==> config.mk <==
export PLATFORM = sky130hd
export DESIGN_NAME = misc_subsystem
export DESIGN_NICKNAME = d
export VERILOG_FILES = /design/src/misc_pkg.sv /design/src/branch_unit.sv /design/src/csr_file.sv /design/src/misc_pipe.sv /design/src/misc_subsystem.sv
export SDC_FILE = /design/constraint.sdc
export NUM_CORES = 1
export LEC_CHECK = 0
export BUFFER_PORTS_ARGS = -buffer_cell sky130_fd_sc_hd__buf_4
export CORE_MARGIN = 4
export CORE_UTILIZATION = 59
export DETAILED_ROUTE_END_ITERATION = 16
export PLACE_DENSITY_LB_ADDON = 0.2
export SLEW_MARGIN = 20
export SYNTH_ARGS = -nofsm -noshare
export SYNTH_HDL_FRONTEND = slang
export SYNTH_SLANG_ARGS = --single-unit
==> constraint.sdc <==
create_clock -name clk -period 9.1 [get_ports clk]
set_input_delay 1.365 -clock clk [delete_from_list [all_inputs] [get_ports clk]]
set_output_delay 1.365 -clock clk [all_outputs]
set_load 0.1 [all_outputs]
==> src/misc_pkg.sv <==
/*
 * shared widths, opcode encodings, CSR numbers and the issue and commit records
 * of the miscellaneous pipe; imported by every RTL block and the testbench
 */
`default_nettype none

package misc_pkg;

  // ==============================
  // widths
  // ==============================
  localparam int XLEN       = 32;
  localparam int ROB_IDX_W  = 6;
  localparam int PREG_W     = 7;
  localparam int CSR_ADDR_W = 14;

  // ==============================
  // opcode classes
  // ==============================
  typedef enum logic [1:0] {
    BR   = 2'd0,
    PRIV = 2'd1,
    MISC = 2'd2
  } instr_type_e;

  // signed_op selects signed or unsigned compare for BLT/BGE
  typedef enum logic [2:0] {
    BEQ  = 3'd0,
    BNE  = 3'd1,
    BLT  = 3'd2,
    BGE  = 3'd3,
    B    = 3'd4,
    JIRL = 3'd5
  } branch_op_e;

  typedef enum logic [1:0] {
    CSRRD   = 2'd0,
    CSRWR   = 2'd1,
    CSRXCHG = 2'd2
  } priv_op_e;

  typedef enum logic [1:0] {
    RDCNTVL = 2'd0,
    RDCNTVH = 2'd1,
    RDCNTID = 2'd2
  } misc_op_e;

  // ==============================
  // CSR numbers
  // ==============================
  localparam logic [CSR_ADDR_W-1:0] CSR_CRMD  = 14'h0000;
  localparam logic [CSR_ADDR_W-1:0] CSR_PRMD  = 14'h0001;
  localparam logic [CSR_ADDR_W-1:0] CSR_ERA   = 14'h0006;
  localparam logic [CSR_ADDR_W-1:0] CSR_SAVE0 = 14'h0030;
  localparam logic [CSR_ADDR_W-1:0] CSR_SAVE1 = 14'h0031;
  localparam logic [CSR_ADDR_W-1:0] CSR_SAVE2 = 14'h0032;
  localparam logic [CSR_ADDR_W-1:0] CSR_SAVE3 = 14'h0033;
  localparam logic [CSR_ADDR_W-1:0] CSR_TID   = 14'h0040;

  // ==============================
  // pipe records
  // ==============================
  // issued micro-op, CSR number travels in imm
  typedef struct packed {
    logic                 valid;
    logic [XLEN-1:0]      pc;
    logic [XLEN-1:0]      npc;
    logic [XLEN-1:0]      src0;
    logic [XLEN-1:0]      src1;
    logic [XLEN-1:0]      imm;
    logic [PREG_W-1:0]    pdest;
    logic                 pdest_valid;
    logic [ROB_IDX_W-1:0] rob_idx;
    instr_type_e          instr_type;
    branch_op_e           branch_op;
    logic                 signed_op;
    priv_op_e             priv_op;
    misc_op_e             misc_op;
  } misc_exe_t;

  // writeback and commit record
  typedef struct packed {
    logic                  valid;
    logic                  we;
    logic [XLEN-1:0]       wdata;
    logic [PREG_W-1:0]     pdest;
    logic [ROB_IDX_W-1:0]  rob_idx;
    instr_type_e           instr_type;
    logic                  csr_we;
    logic [CSR_ADDR_W-1:0] csr_waddr;
    logic [XLEN-1:0]       csr_wdata;
    logic                  br_taken;
    logic                  br_redirect;
    logic [XLEN-1:0]       br_target;
  } misc_wb_t;

endpackage

`default_nettype wire

==> src/branch_unit.sv <==
/*
 * branch resolution for the misc pipe: evaluates the condition and the target
 * and flags a redirect when the resolved next pc differs from the predicted one
 */
`timescale 1ns/1ps
`default_nettype none

module branch_unit import misc_pkg::*; (
  input  wire logic            valid_i,
  input  wire logic            signed_i,
  input  wire branch_op_e      branch_op_i,
  input  wire logic [XLEN-1:0] pc_i,
  input  wire logic [XLEN-1:0] npc_i,
  input  wire logic [XLEN-1:0] imm_i,
  input  wire logic [XLEN-1:0] src0_i,
  input  wire logic [XLEN-1:0] src1_i,
  output logic                 taken_o,
  output logic [XLEN-1:0]      target_o,
  output logic                 redirect_o
);

  logic            eq;
  logic            lt;
  logic            cond;
  logic [XLEN-1:0] base;
  logic [XLEN-1:0] target;
  logic [XLEN-1:0] actual_npc;

  // ==============================
  // condition
  // ==============================
  assign eq = (src0_i == src1_i);
  assign lt = signed_i ? ($signed(src0_i) < $signed(src1_i)) : (src0_i < src1_i);

  always_comb begin
    case (branch_op_i)
      BEQ:     cond = eq;
      BNE:     cond = ~eq;
      BLT:     cond = lt;
      BGE:     cond = ~lt;
      B:       cond = 1'b1;
      JIRL:    cond = 1'b1;
      default: cond = 1'b0;
    endcase
  end

  // ==============================
  // target and redirect
  // ==============================
  // jirl is register indirect, everything else pc relative
  assign base   = (branch_op_i == JIRL) ? src0_i : pc_i;
  assign target = base + imm_i;

  assign actual_npc = cond ? target : (pc_i + XLEN'(4));

  assign taken_o    = valid_i & cond;
  assign target_o   = valid_i ? target : '0;
  assign redirect_o = valid_i & (actual_npc != npc_i);

endmodule

`default_nettype wire

==> src/csr_file.sv <==
/*
 * small CSR file with combinational read and commit-time write,
 * plus the free-running stable counter and the timer id seen by rdcnt ops
 */
`timescale 1ns/1ps
`default_nettype none

module csr_file import misc_pkg::*; (
  input  wire logic                  clk,
  input  wire logic                  rst_n,
  input  wire logic [CSR_ADDR_W-1:0] raddr_i,
  input  wire logic                  commit_we_i,
  input  wire logic [CSR_ADDR_W-1:0] waddr_i,
  input  wire logic [XLEN-1:0]       wdata_i,
  output logic      [XLEN-1:0]       rdata_o,
  output logic      [63:0]           timer_64_o,
  output logic      [XLEN-1:0]       timer_id_o
);

  logic [XLEN-1:0]         crmd_q;
  logic [XLEN-1:0]         prmd_q;
  logic [XLEN-1:0]         era_q;
  logic [3:0][XLEN-1:0]    save_q;
  logic [XLEN-1:0]         tid_q;
  logic [63:0]             timer_q;

  // ==============================
  // read port
  // ==============================
  // unimplemented numbers read as zero
  always_comb begin
    case (raddr_i)
      CSR_CRMD:  rdata_o = crmd_q;
      CSR_PRMD:  rdata_o = prmd_q;
      CSR_ERA:   rdata_o = era_q;
      CSR_SAVE0: rdata_o = save_q[0];
      CSR_SAVE1: rdata_o = save_q[1];
      CSR_SAVE2: rdata_o = save_q[2];
      CSR_SAVE3: rdata_o = save_q[3];
      CSR_TID:   rdata_o = tid_q;
      default:   rdata_o = '0;
    endcase
  end

  // ==============================
  // write port
  // ==============================
  always_ff @(posedge clk or negedge rst_n) begin
    if (!rst_n) begin
      crmd_q <= '0;
      prmd_q <= '0;
      era_q  <= '0;
      save_q <= '0;
      tid_q  <= '0;
    end else if (commit_we_i) begin
      // writes to other numbers fall through
      case (waddr_i)
        CSR_CRMD:  crmd_q    <= wdata_i;
        CSR_PRMD:  prmd_q    <= wdata_i;
        CSR_ERA:   era_q     <= wdata_i;
        CSR_SAVE0: save_q[0] <= wdata_i;
        CSR_SAVE1: save_q[1] <= wdata_i;
        CSR_SAVE2: save_q[2] <= wdata_i;
        CSR_SAVE3: save_q[3] <= wdata_i;
        CSR_TID:   tid_q     <= wdata_i;
        default: ;
      endcase
    end
  end

  // ==============================
  // stable counter
  // ==============================
  always_ff @(posedge clk or negedge rst_n) begin
    if (!rst_n) begin
      timer_q <= '0;
    end else begin
      timer_q <= timer_q + 64'd1;
    end
  end

  assign timer_64_o = timer_q;
  assign timer_id_o = tid_q;

endmodule

`default_nettype wire

==> src/misc_pipe.sv <==
/*
 * three-stage misc execution pipe for branch, CSR and counter-read ops;
 * valid/ready between stages, global flush, CSR ops serialised behind pending writes
 */
`timescale 1ns/1ps
`default_nettype none

module misc_pipe import misc_pkg::*; (
  input  wire logic                  clk,
  input  wire logic                  rst_n,
  input  wire logic                  flush_i,
  input  wire misc_exe_t             exe_i,
  output logic                       ready_o,
  output logic      [CSR_ADDR_W-1:0] csr_raddr_o,
  input  wire logic [XLEN-1:0]       csr_rdata_i,
  input  wire logic [63:0]           timer_64_i,
  input  wire logic [XLEN-1:0]       timer_id_i,
  output misc_wb_t                   wb_o,
  input  wire logic                  wb_ready_i
);

  logic s1_ready;
  logic s2_ready;
  logic csr_hold;

  // stage1 state
  logic            s1_valid;
  misc_exe_t       s1_exe;
  logic [XLEN-1:0] s1_csr_rdata;
  logic [63:0]     s1_timer_64;
  logic [XLEN-1:0] s1_timer_id;

  // stage1 results
  logic            s1_csr_we;
  logic [XLEN-1:0] s1_csr_wdata;
  logic [XLEN-1:0] s1_wdata;
  logic            br_taken;
  logic            br_redirect;
  logic [XLEN-1:0] br_target;
  misc_wb_t        s1_wb;

  // stage2 state
  logic            s2_valid;
  misc_wb_t        s2_rec;

  // ==============================
  // stage0
  // ==============================
  // a CSR op waits until every older CSR write has committed
  assign csr_hold = exe_i.valid & (exe_i.instr_type == PRIV) &
                    ((s1_valid & s1_csr_we) | (s2_valid & s2_rec.csr_we));

  // no transfer on a flush edge, the op stays with the issue side
  assign ready_o     = s1_ready & ~csr_hold & ~flush_i;
  assign csr_raddr_o = exe_i.imm[CSR_ADDR_W-1:0];

  // ==============================
  // stage1
  // ==============================
  assign s1_ready = s2_ready | ~s1_valid;

  always_ff @(posedge clk or negedge rst_n) begin
    if (!rst_n) begin
      s1_valid <= 1'b0;
    end else if (flush_i) begin
      s1_valid <= 1'b0;
    end else if (s1_ready) begin
      s1_valid <= exe_i.valid & ready_o;
    end
  end

  // operands plus CSR data and counters sampled at acceptance
  always_ff @(posedge clk) begin
    if (s1_ready) begin
      s1_exe       <= exe_i;
      s1_csr_rdata <= csr_rdata_i;
      s1_timer_64  <= timer_64_i;
      s1_timer_id  <= timer_id_i;
    end
  end

  assign s1_csr_we = (s1_exe.instr_type == PRIV) &
                     ((s1_exe.priv_op == CSRWR) | (s1_exe.priv_op == CSRXCHG));

  // xchg replaces only the bits selected by src1
  assign s1_csr_wdata = (s1_exe.priv_op == CSRXCHG) ?
                        ((s1_csr_rdata & ~s1_exe.src1) | (s1_exe.src0 & s1_exe.src1)) :
                        s1_exe.src0;

  always_comb begin
    s1_wdata = '0;
    case (s1_exe.instr_type)
      BR:   s1_wdata = s1_exe.pc + XLEN'(4);
      PRIV: s1_wdata = s1_csr_rdata;
      MISC: begin
        case (s1_exe.misc_op)
          RDCNTVL: s1_wdata = s1_timer_64[31:0];
          RDCNTVH: s1_wdata = s1_timer_64[63:32];
          RDCNTID: s1_wdata = s1_timer_id;
          default: s1_wdata = '0;
        endcase
      end
      default: s1_wdata = '0;
    endcase
  end

  branch_unit u_branch_unit (
    .valid_i     (s1_valid & (s1_exe.instr_type == BR)),
    .signed_i    (s1_exe.signed_op),
    .branch_op_i (s1_exe.branch_op),
    .pc_i        (s1_exe.pc),
    .npc_i       (s1_exe.npc),
    .imm_i       (s1_exe.imm),
    .src0_i      (s1_exe.src0),
    .src1_i      (s1_exe.src1),
    .taken_o     (br_taken),
    .target_o    (br_target),
    .redirect_o  (br_redirect)
  );

  always_comb begin
    s1_wb             = '0;
    s1_wb.valid       = s1_valid;
    s1_wb.we          = s1_exe.pdest_valid;
    s1_wb.wdata       = s1_wdata;
    s1_wb.pdest       = s1_exe.pdest;
    s1_wb.rob_idx     = s1_exe.rob_idx;
    s1_wb.instr_type  = s1_exe.instr_type;
    s1_wb.csr_we      = s1_csr_we;
    s1_wb.csr_waddr   = s1_exe.imm[CSR_ADDR_W-1:0];
    s1_wb.csr_wdata   = s1_csr_wdata;
    s1_wb.br_taken    = br_taken;
    s1_wb.br_redirect = br_redirect;
    s1_wb.br_target   = br_target;
  end

  // ==============================
  // stage2
  // ==============================
  assign s2_ready = ~s2_valid | wb_ready_i;

  always_ff @(posedge clk or negedge rst_n) begin
    if (!rst_n) begin
      s2_valid <= 1'b0;
    end else if (flush_i) begin
      s2_valid <= 1'b0;
    end else if (s2_ready) begin
      s2_valid <= s1_valid;
    end
  end

  always_ff @(posedge clk) begin
    if (s2_ready) begin
      s2_rec <= s1_wb;
    end
  end

  always_comb begin
    wb_o       = s2_rec;
    wb_o.valid = s2_valid;
  end

endmodule

`default_nettype wire

==> src/misc_subsystem.sv <==
/*
 * top of the misc execution block: the pipe plus its CSR file,
 * with CSR writes applied when the commit record is accepted
 */
`timescale 1ns/1ps
`default_nettype none

module misc_subsystem import misc_pkg::*; (
  input  wire logic      clk,
  input  wire logic      rst_n,
  input  wire logic      flush_i,
  input  wire misc_exe_t exe_i,
  output logic           ready_o,
  output misc_wb_t       wb_o,
  input  wire logic      wb_ready_i
);

  logic [CSR_ADDR_W-1:0] csr_raddr;
  logic [XLEN-1:0]       csr_rdata;
  logic [63:0]           timer_64;
  logic [XLEN-1:0]       timer_id;
  logic                  csr_commit_we;

  // a record handed over on a flush edge is dropped
  assign csr_commit_we = wb_o.valid & wb_ready_i & wb_o.csr_we & ~flush_i;

  misc_pipe u_misc_pipe (
    .clk         (clk),
    .rst_n       (rst_n),
    .flush_i     (flush_i),
    .exe_i       (exe_i),
    .ready_o     (ready_o),
    .csr_raddr_o (csr_raddr),
    .csr_rdata_i (csr_rdata),
    .timer_64_i  (timer_64),
    .timer_id_i  (timer_id),
    .wb_o        (wb_o),
    .wb_ready_i  (wb_ready_i)
  );

  csr_file u_csr_file (
    .clk         (clk),
    .rst_n       (rst_n),
    .raddr_i     (csr_raddr),
    .commit_we_i (csr_commit_we),
    .waddr_i     (wb_o.csr_waddr),
    .wdata_i     (wb_o.csr_wdata),
    .rdata_o     (csr_rdata),
    .timer_64_o  (timer_64),
    .timer_id_o  (timer_id)
  );

endmodule

`default_nettype wire

# Yosys cells after proc, flatten, opt, wreduce, memory -nomap -nowiden
# Index checks and enable logic that the tools add are counted.
[classes]
n_addsub = 3
mux = 12
magnitude_cmp = 2
bitwise_logic = 28
n_reduce_logical = 16
n_eq_ne = 28
[op_table]
columns = ["op", "n"]
rows = [
  ["case mux 32 bit (8 select lines)", 1],
  ["case mux 32 bit (3 select lines)", 2],
  ["== test 14 x 6 -> 1 bit (second input constant)", 8],
  ["2-to-1 mux 32 bit", 3],
  ["adder 64 x 1 -> 64 bit (second input constant)", 1],
  ["AND 32 bit", 2],
  ["less-than comparator 32 bit", 2],
  ["adder 32 x 3 -> 32 bit (second input constant)", 1],
  ["adder 32 bit", 1],
  ["== test 32 bit", 1],
  ["inequality test 32 bit", 1],
  ["inverter 32 bit", 1],
  ["bitwise OR 32 bit", 1],
  ["== test 14 x 1 -> 1 bit (second input constant)", 2],
  ["== test 14 x 3 -> 1 bit (second input constant)", 2],
  ["== test 14 x 7 -> 1 bit (second input constant)", 2],
  ["zero test 14 bit", 2],
  ["AND reduction 2 bit", 8],
  ["AND 1 bit", 14],
  ["== test 2 x 1 -> 1 bit (second input constant)", 4],
  ["== test 2 bit (second input constant)", 3],
  ["== test 3 x 2 -> 1 bit (second input constant)", 2],
  ["== test 3 bit (second input constant)", 2],
  ["inverter 1 bit", 6],
  ["other kinds (8)", 17],
]
[word_totals]
output_inout_bits = 131
input_bits = 189
elab_cells = 127
reg_bits = 763

# Depth between registers and ports, before layout
[depth]
word_depth = 12
depth_mapped = 20
mapped_depth_nobuf = 19

# Cells and area by module
# From an unflattened synthesis, not the netlist that was laid out.
[hier_totals]
hier_cells = 2653
hier_area_um2 = 35422.7
[by_module_without_submodules]
columns = ["mod", "instances", "seq_area_each_um2", "area_each_um2", "cells_each"]
rows = [
  ["misc_pipe", 1, 13292.7, 15862.7, 864],
  ["csr_file", 1, 8007.7, 14682.8, 1106],
  ["branch_unit", 1, 0.0, 4867.2, 682],
  ["misc_subsystem", 1, 0.0, 10.0, 1],
]

# Least setup slack after synthesis
# No wires, ideal clock.
[synth_path]
path_kind = "in2reg"
startpoint = "in wb_ready_i"
endpoint = "reg u_misc_pipe.s1_csr_rdata[0], enable pin"
n_path_buf = 0
setup_time_ns = 2.341
arrival_ns = 6.660
required_time_ns = 6.759
path_stages = 2
path_slack_ns = 0.099
cell_sequence = "nor2b_1 -> nand2_1"
[synth_between]
elab_chain_cells = 2
[synth_rtl]
columns = ["element", "line_no", "rtl"]
rows = [
  ["start, declared", "misc_subsystem.sv:15", "input wire logic wb_ready_i"],
  ["bitwise OR 1 bit", "misc_pipe.sv:140", "assign s2_ready = ~s2_valid | wb_ready_i;"],
  ["bitwise OR 1 bit", "misc_pipe.sv:60", "assign s1_ready = s2_ready | ~s1_valid;"],
  ["via u_misc_pipe.s1_ready", "misc_pipe.sv:22", "logic s1_ready;"],
  ["end signal, assigned", "misc_pipe.sv:76", "s1_csr_rdata <= csr_rdata_i;"],
  ["end, declared", "misc_pipe.sv:29", "logic [XLEN-1:0] s1_csr_rdata;"],
]
# The timed path passes the listed nets, and every way through them passes these cells.
# A chain may end at the register's enable or synchronous reset.

# Worst setup path in the final report
[layout_path]
startpoint = "reg u_misc_pipe.s1_exe[5] in the netlist's numbering"
endpoint = "reg u_misc_pipe.s2_rec (netlist bit u_misc_pipe.wb_o[32]) (data pin)"
[layout_between]
elab_chain_cells = 6
elab_cells_between_ends = 13
cone_classes = "add/sub: 1; eq/ne: 6; mux: 3; bitwise: 1; reduce/logical: 2"
[layout_rtl]
columns = ["element", "line_no", "rtl"]
rows = [
  ["start, declared", "misc_pipe.sv:28", "misc_exe_t s1_exe;"],
  ["start signal, assigned", "misc_pipe.sv:75", "s1_exe <= exe_i;"],
  ["== test 3 bit, on equally long branches", "branch_unit.sv:36, branch_unit.sv:51", ""],
  ["2-to-1 mux 32 bit / OR reduction 2 bit (equally long branches)", "-", ""],
  ["adder 32 bit / case mux 1 bit (5 select lines) (equally long branches)", "branch_unit.sv:52, branch_unit.sv:36", ""],
  ["2-to-1 mux 32 bit *", "branch_unit.sv:54", "assign actual_npc = cond ? target : (pc_i + XLEN'(4));"],
  ["inequality test 32 bit *", "branch_unit.sv:58", "assign redirect_o = valid_i & (actual_npc != npc_i);"],
  ["AND 1 bit *", "branch_unit.sv:58", ""],
  ["via u_misc_pipe.br_redirect", "misc_pipe.sv:38", "logic br_redirect;"],
  ["end signal, assigned", "misc_pipe.sv:154", "s2_rec <= s1_wb;"],
  ["end, declared", "misc_pipe.sv:44", "misc_wb_t s2_rec;"],
]
# Mark *: on every way through the listed nets, which the timed path passes. The rest lies on a longest branch.

==> flow_summary.ini <==
[floorplan]
die-area_sq_um = 60310
core-area_sq_um = 55520
placementRows = 86
io_pins = 320
fp.dieW_um = 245.6
die_height_um = 245.6
start_util = 0.5998

[clocking]
ctsHoldBuffers = 0
ctsResizeCount = 0
cts_tree = built
htreeDepth = 3
clock-sinks = 763
cts_setup_buffers = 0
clockRootBuffer = clkbuf_16
clk_pin_slew_ns = 0.06
cts_buffers = 77
clock_path_buffers = 3
clkLatencyLatePin_ns = 0.64

[critical_path]
worstPathArrival_ns = 5.66
required_ns = 9.47
r2r-end = u_misc_pipe.wb_o[32]$_DFFE_PP_
worst-r2r-cell-count = 19
cp-startpoint = u_misc_pipe.s1_exe[5]$_DFFE_PP_
critical_path_class = flip-flop to flip-flop
worstPathMaxFanout = 33
critPathCaptureType = flip-flop
crit_end = u_misc_pipe.wb_o[32]$_DFFE_PP_
crit-reg2reg-launch = u_misc_pipe.s1_exe[5]$_DFFE_PP_
startpoint_type = flip-flop
r2r_setup_slack_ns = 3.80

[global_route]
grt-ovfl-total = 0
grt_pass1_vias = 22200
grt_pass1_wl_mm = 146.5
grt_usage = 0.3296
grt.met1_usage = 0.4622
grt_max_degree = 166
antenna_found_initial = 1
grt_use_met2 = 0.5108
top_usage_layer = met2
use_met3 = 0.07088

[placed_design]
pre_cts_ws_ns = 3.961
gp_congestion = 0.9676
port_buffers = 319
place_hpwl_mm = 70.74

[timing]
final.setup_skew_ns = 0.02791
max_slew_margin = 0.2440
fin_crit_ns = 5.298
max_freq_mhz = 188.8
tns_ns = 0
tightest_slew_ns = 1.125
whs_ns = 0.4215
finalCritPeriodShare = 0.5822
hold_violations = 0
layout_setup_ws_ns = 3.802
drv_slew = 0
finalSetupViolCount = 0
rsz0062_at_grt = no

[synthesis]
synthTopCellsByCount = 441 x edfxtp_1, 322 x dfrtp_1, 288 x mux2_2
yosys_warnings = 0
syn-cell-area_sq_um = 33300
synth.top_cells.by_area = edfxtp_1 40%, dfrtp_1 24%, mux2_2 9.7%
yosysMostFrequentCell = edfxtp_1
synthFlopType = edfxtp_1
yosysUniqueCellTypes = 77
seq_area_frac_synth = 0.6396
synth_top_area_cell = edfxtp_1
syn_avg_cell_area_sq_um = 13.96
synth_fp_nets = 2641
synthCells = 2385
synth_edf_count = 441
synth_seq_cells = 763
synthArstFlopShare = 0.4220
yosysTopAreaCellShare = 0.3976

[job]
max_cap_viol_count = 0

[power]
leakagePower_nw = 17.23
swShare = 0.2698
sequentialPowerShare = 0.485
netSwitchingPower_w = 0.002161
p_per_area_nw_per_um2 = 205.3
p_int_w = 0.005849
vdd_drop_max_mv = 0.1975
clock_power_share = 0.391
pwr-share-comb = 0.125

[routing]
vias = 22600
wl_per_cell_um = 28.62
dr.pass1.iters = 7
drt-total-wl_mm = 100.7
antenna_left = 0
drt_iter0_drc = 2476
vias_per_cell = 6.423
route.detailed.drc = 0

[layout]
drive_above_1_share = 0.2892
syn_to_final_growth_pct = 17.15
nets = 2965

[outcome]
status = completed

[worst_hold_path]
hp-class = flip-flop to flip-flop
[power groups by stage]
stage / logic [W] / clock network, W / registers, W
floorplan: 0.000355 / 0 / 0.00421
global placement: 0.000982 / 0 / 0.00394
detailed placement: 0.000988 / 0 / 0.00394
CTS: 0.000994 / 0.00316 / 0.00388
global route: 0.00105 / 0.00331 / 0.00389
finish: 0.00100 / 0.00313 / 0.00388
[area by class of cell]
class | count | area, sq um
flip-flops and latches | 763 | 21300
fillers | 3846 | 16510
clock buffers | 108 | 2126
inverters | 53 | 201.4
well taps | 748 | 935.9
repair buffers | 344 | 2606
diodes | 1 | 2.502
clock inverters | 32 | 351.6
multi-input cells | 1470 | 11490
[per-stage QoR]
stage	std cells	total power [W]	util	area, sq um
finish	3519	0.008010	0.7027	39020
global route	3518	0.008248	0.7027	39010
CTS	3518	0.008035	0.7026	39010
detailed placement	3378	0.004930	0.6580	36530
global placement	3378	0.004925	0.6580	36530
floorplan	2385	0.004569	-	33300
[layer usage]
layer,share of wire,vias to the layer above
met4,0.045,2
met2,0.46,1126
met1,0.40,11570
li1,-,9712
met3,0.091,191
met5,0.000079,-
[worst min path at each step]
stage                                                 from                               to  slack, ns  cells past startpoint
after global placement    u_misc_pipe.s1_exe[13]$_DFFE_PP_   u_misc_pipe.wb_o[86]$_DFFE_PP_       0.40                      0
after detailed placement  u_misc_pipe.s1_exe[18]$_DFFE_PP_   u_misc_pipe.wb_o[90]$_DFFE_PP_       0.41                      0
after CTS                 u_misc_pipe.s1_exe[10]$_DFFE_PP_   u_misc_pipe.wb_o[83]$_DFFE_PP_       0.42                      0
final                     u_misc_pipe.s1_exe[17]$_DFFE_PP_   u_misc_pipe.wb_o[89]$_DFFE_PP_       0.42                      0
after global routing      u_misc_pipe.s1_exe[13]$_DFFE_PP_   u_misc_pipe.wb_o[86]$_DFFE_PP_       0.43                      0
after floorplan           u_misc_pipe.s1_exe[16]$_DFFE_PP_  u_misc_pipe.wb_o[128]$_DFFE_PP_       0.40                      0
[registers in the layout, indices dropped and copies added (netlist names)]
| register | flops |
|---|---|
| u_misc_pipe.s1_csr_rdata | 32 |
| u_csr_file.era_q | 32 |
| u_misc_pipe.s1_timer_id | 32 |
| u_csr_file.save_q | 128 |
| u_misc_pipe.s1_timer_64 | 64 |
| u_csr_file.timer_id_o | 32 |
| u_csr_file.prmd_q | 32 |
| u_misc_pipe.s1_exe | 184 |
| u_csr_file.crmd_q | 32 |
| u_misc_pipe.s1_valid | 1 |
| u_misc_pipe.s2_valid | 1 |
| u_csr_file.timer_64_o | 64 |
| u_misc_pipe.wb_o | 129 |
[kinds of logic after synthesis]
group,after synthesis,synth area share
adder cells (fa/ha/maj),67,0.02540
multiplexers,332,0.1106
flip-flops,763,0.6396
AND/OR/NAND/NOR,474,0.06928
XOR/XNOR,142,0.03862
AO/OA/AOI/OAI,455,0.09869
buffers and inverters,152,0.01781
[critical path, stage by stage (launching register included)]
cell       delay [ns]
edfxtp_1         0.44
nand3_1          0.11
buf_4            0.41
nand2_1          0.09
o21ai_0          0.09
ha_1             0.22
inv_1            0.07
fa_1             0.41
nor2b_1          0.16
o2111ai_1        0.16
a211oi_1         0.67
nor4b_1          0.14
nor2_1           0.29
mux2i_1          0.12
a2111oi_0        0.89
nand3b_1         0.15
o211ai_1         0.14
nand4_1          0.13
nor4_1           0.24
a21oi_1          0.10
[layout by cell type, fill, tap and decap left out, types with 25 or more instances in the layout]
| master | n |
|---|---|
| buf_4 | 341 |
| nand3_1 | 86 |
| nand4_1 | 27 |
| clkbuf_16 | 79 |
| nor2_1 | 151 |
| a221oi_1 | 35 |
| a22o_1 | 32 |
| a22oi_1 | 67 |
| nand2_1 | 70 |
| xor2_1 | 56 |
| o22ai_1 | 33 |
| mux2i_1 | 43 |
| dfrtp_1 | 322 |
| a21oi_1 | 102 |
| and3_1 | 26 |
| xnor2_1 | 83 |
| a21boi_0 | 31 |
| mux2_2 | 288 |
| a31o_2 | 34 |
| ha_1 | 65 |
| clkbuf_1 | 25 |
| edfxtp_1 | 441 |
| inv_1 | 52 |
(Power assumes the default switching activity.)
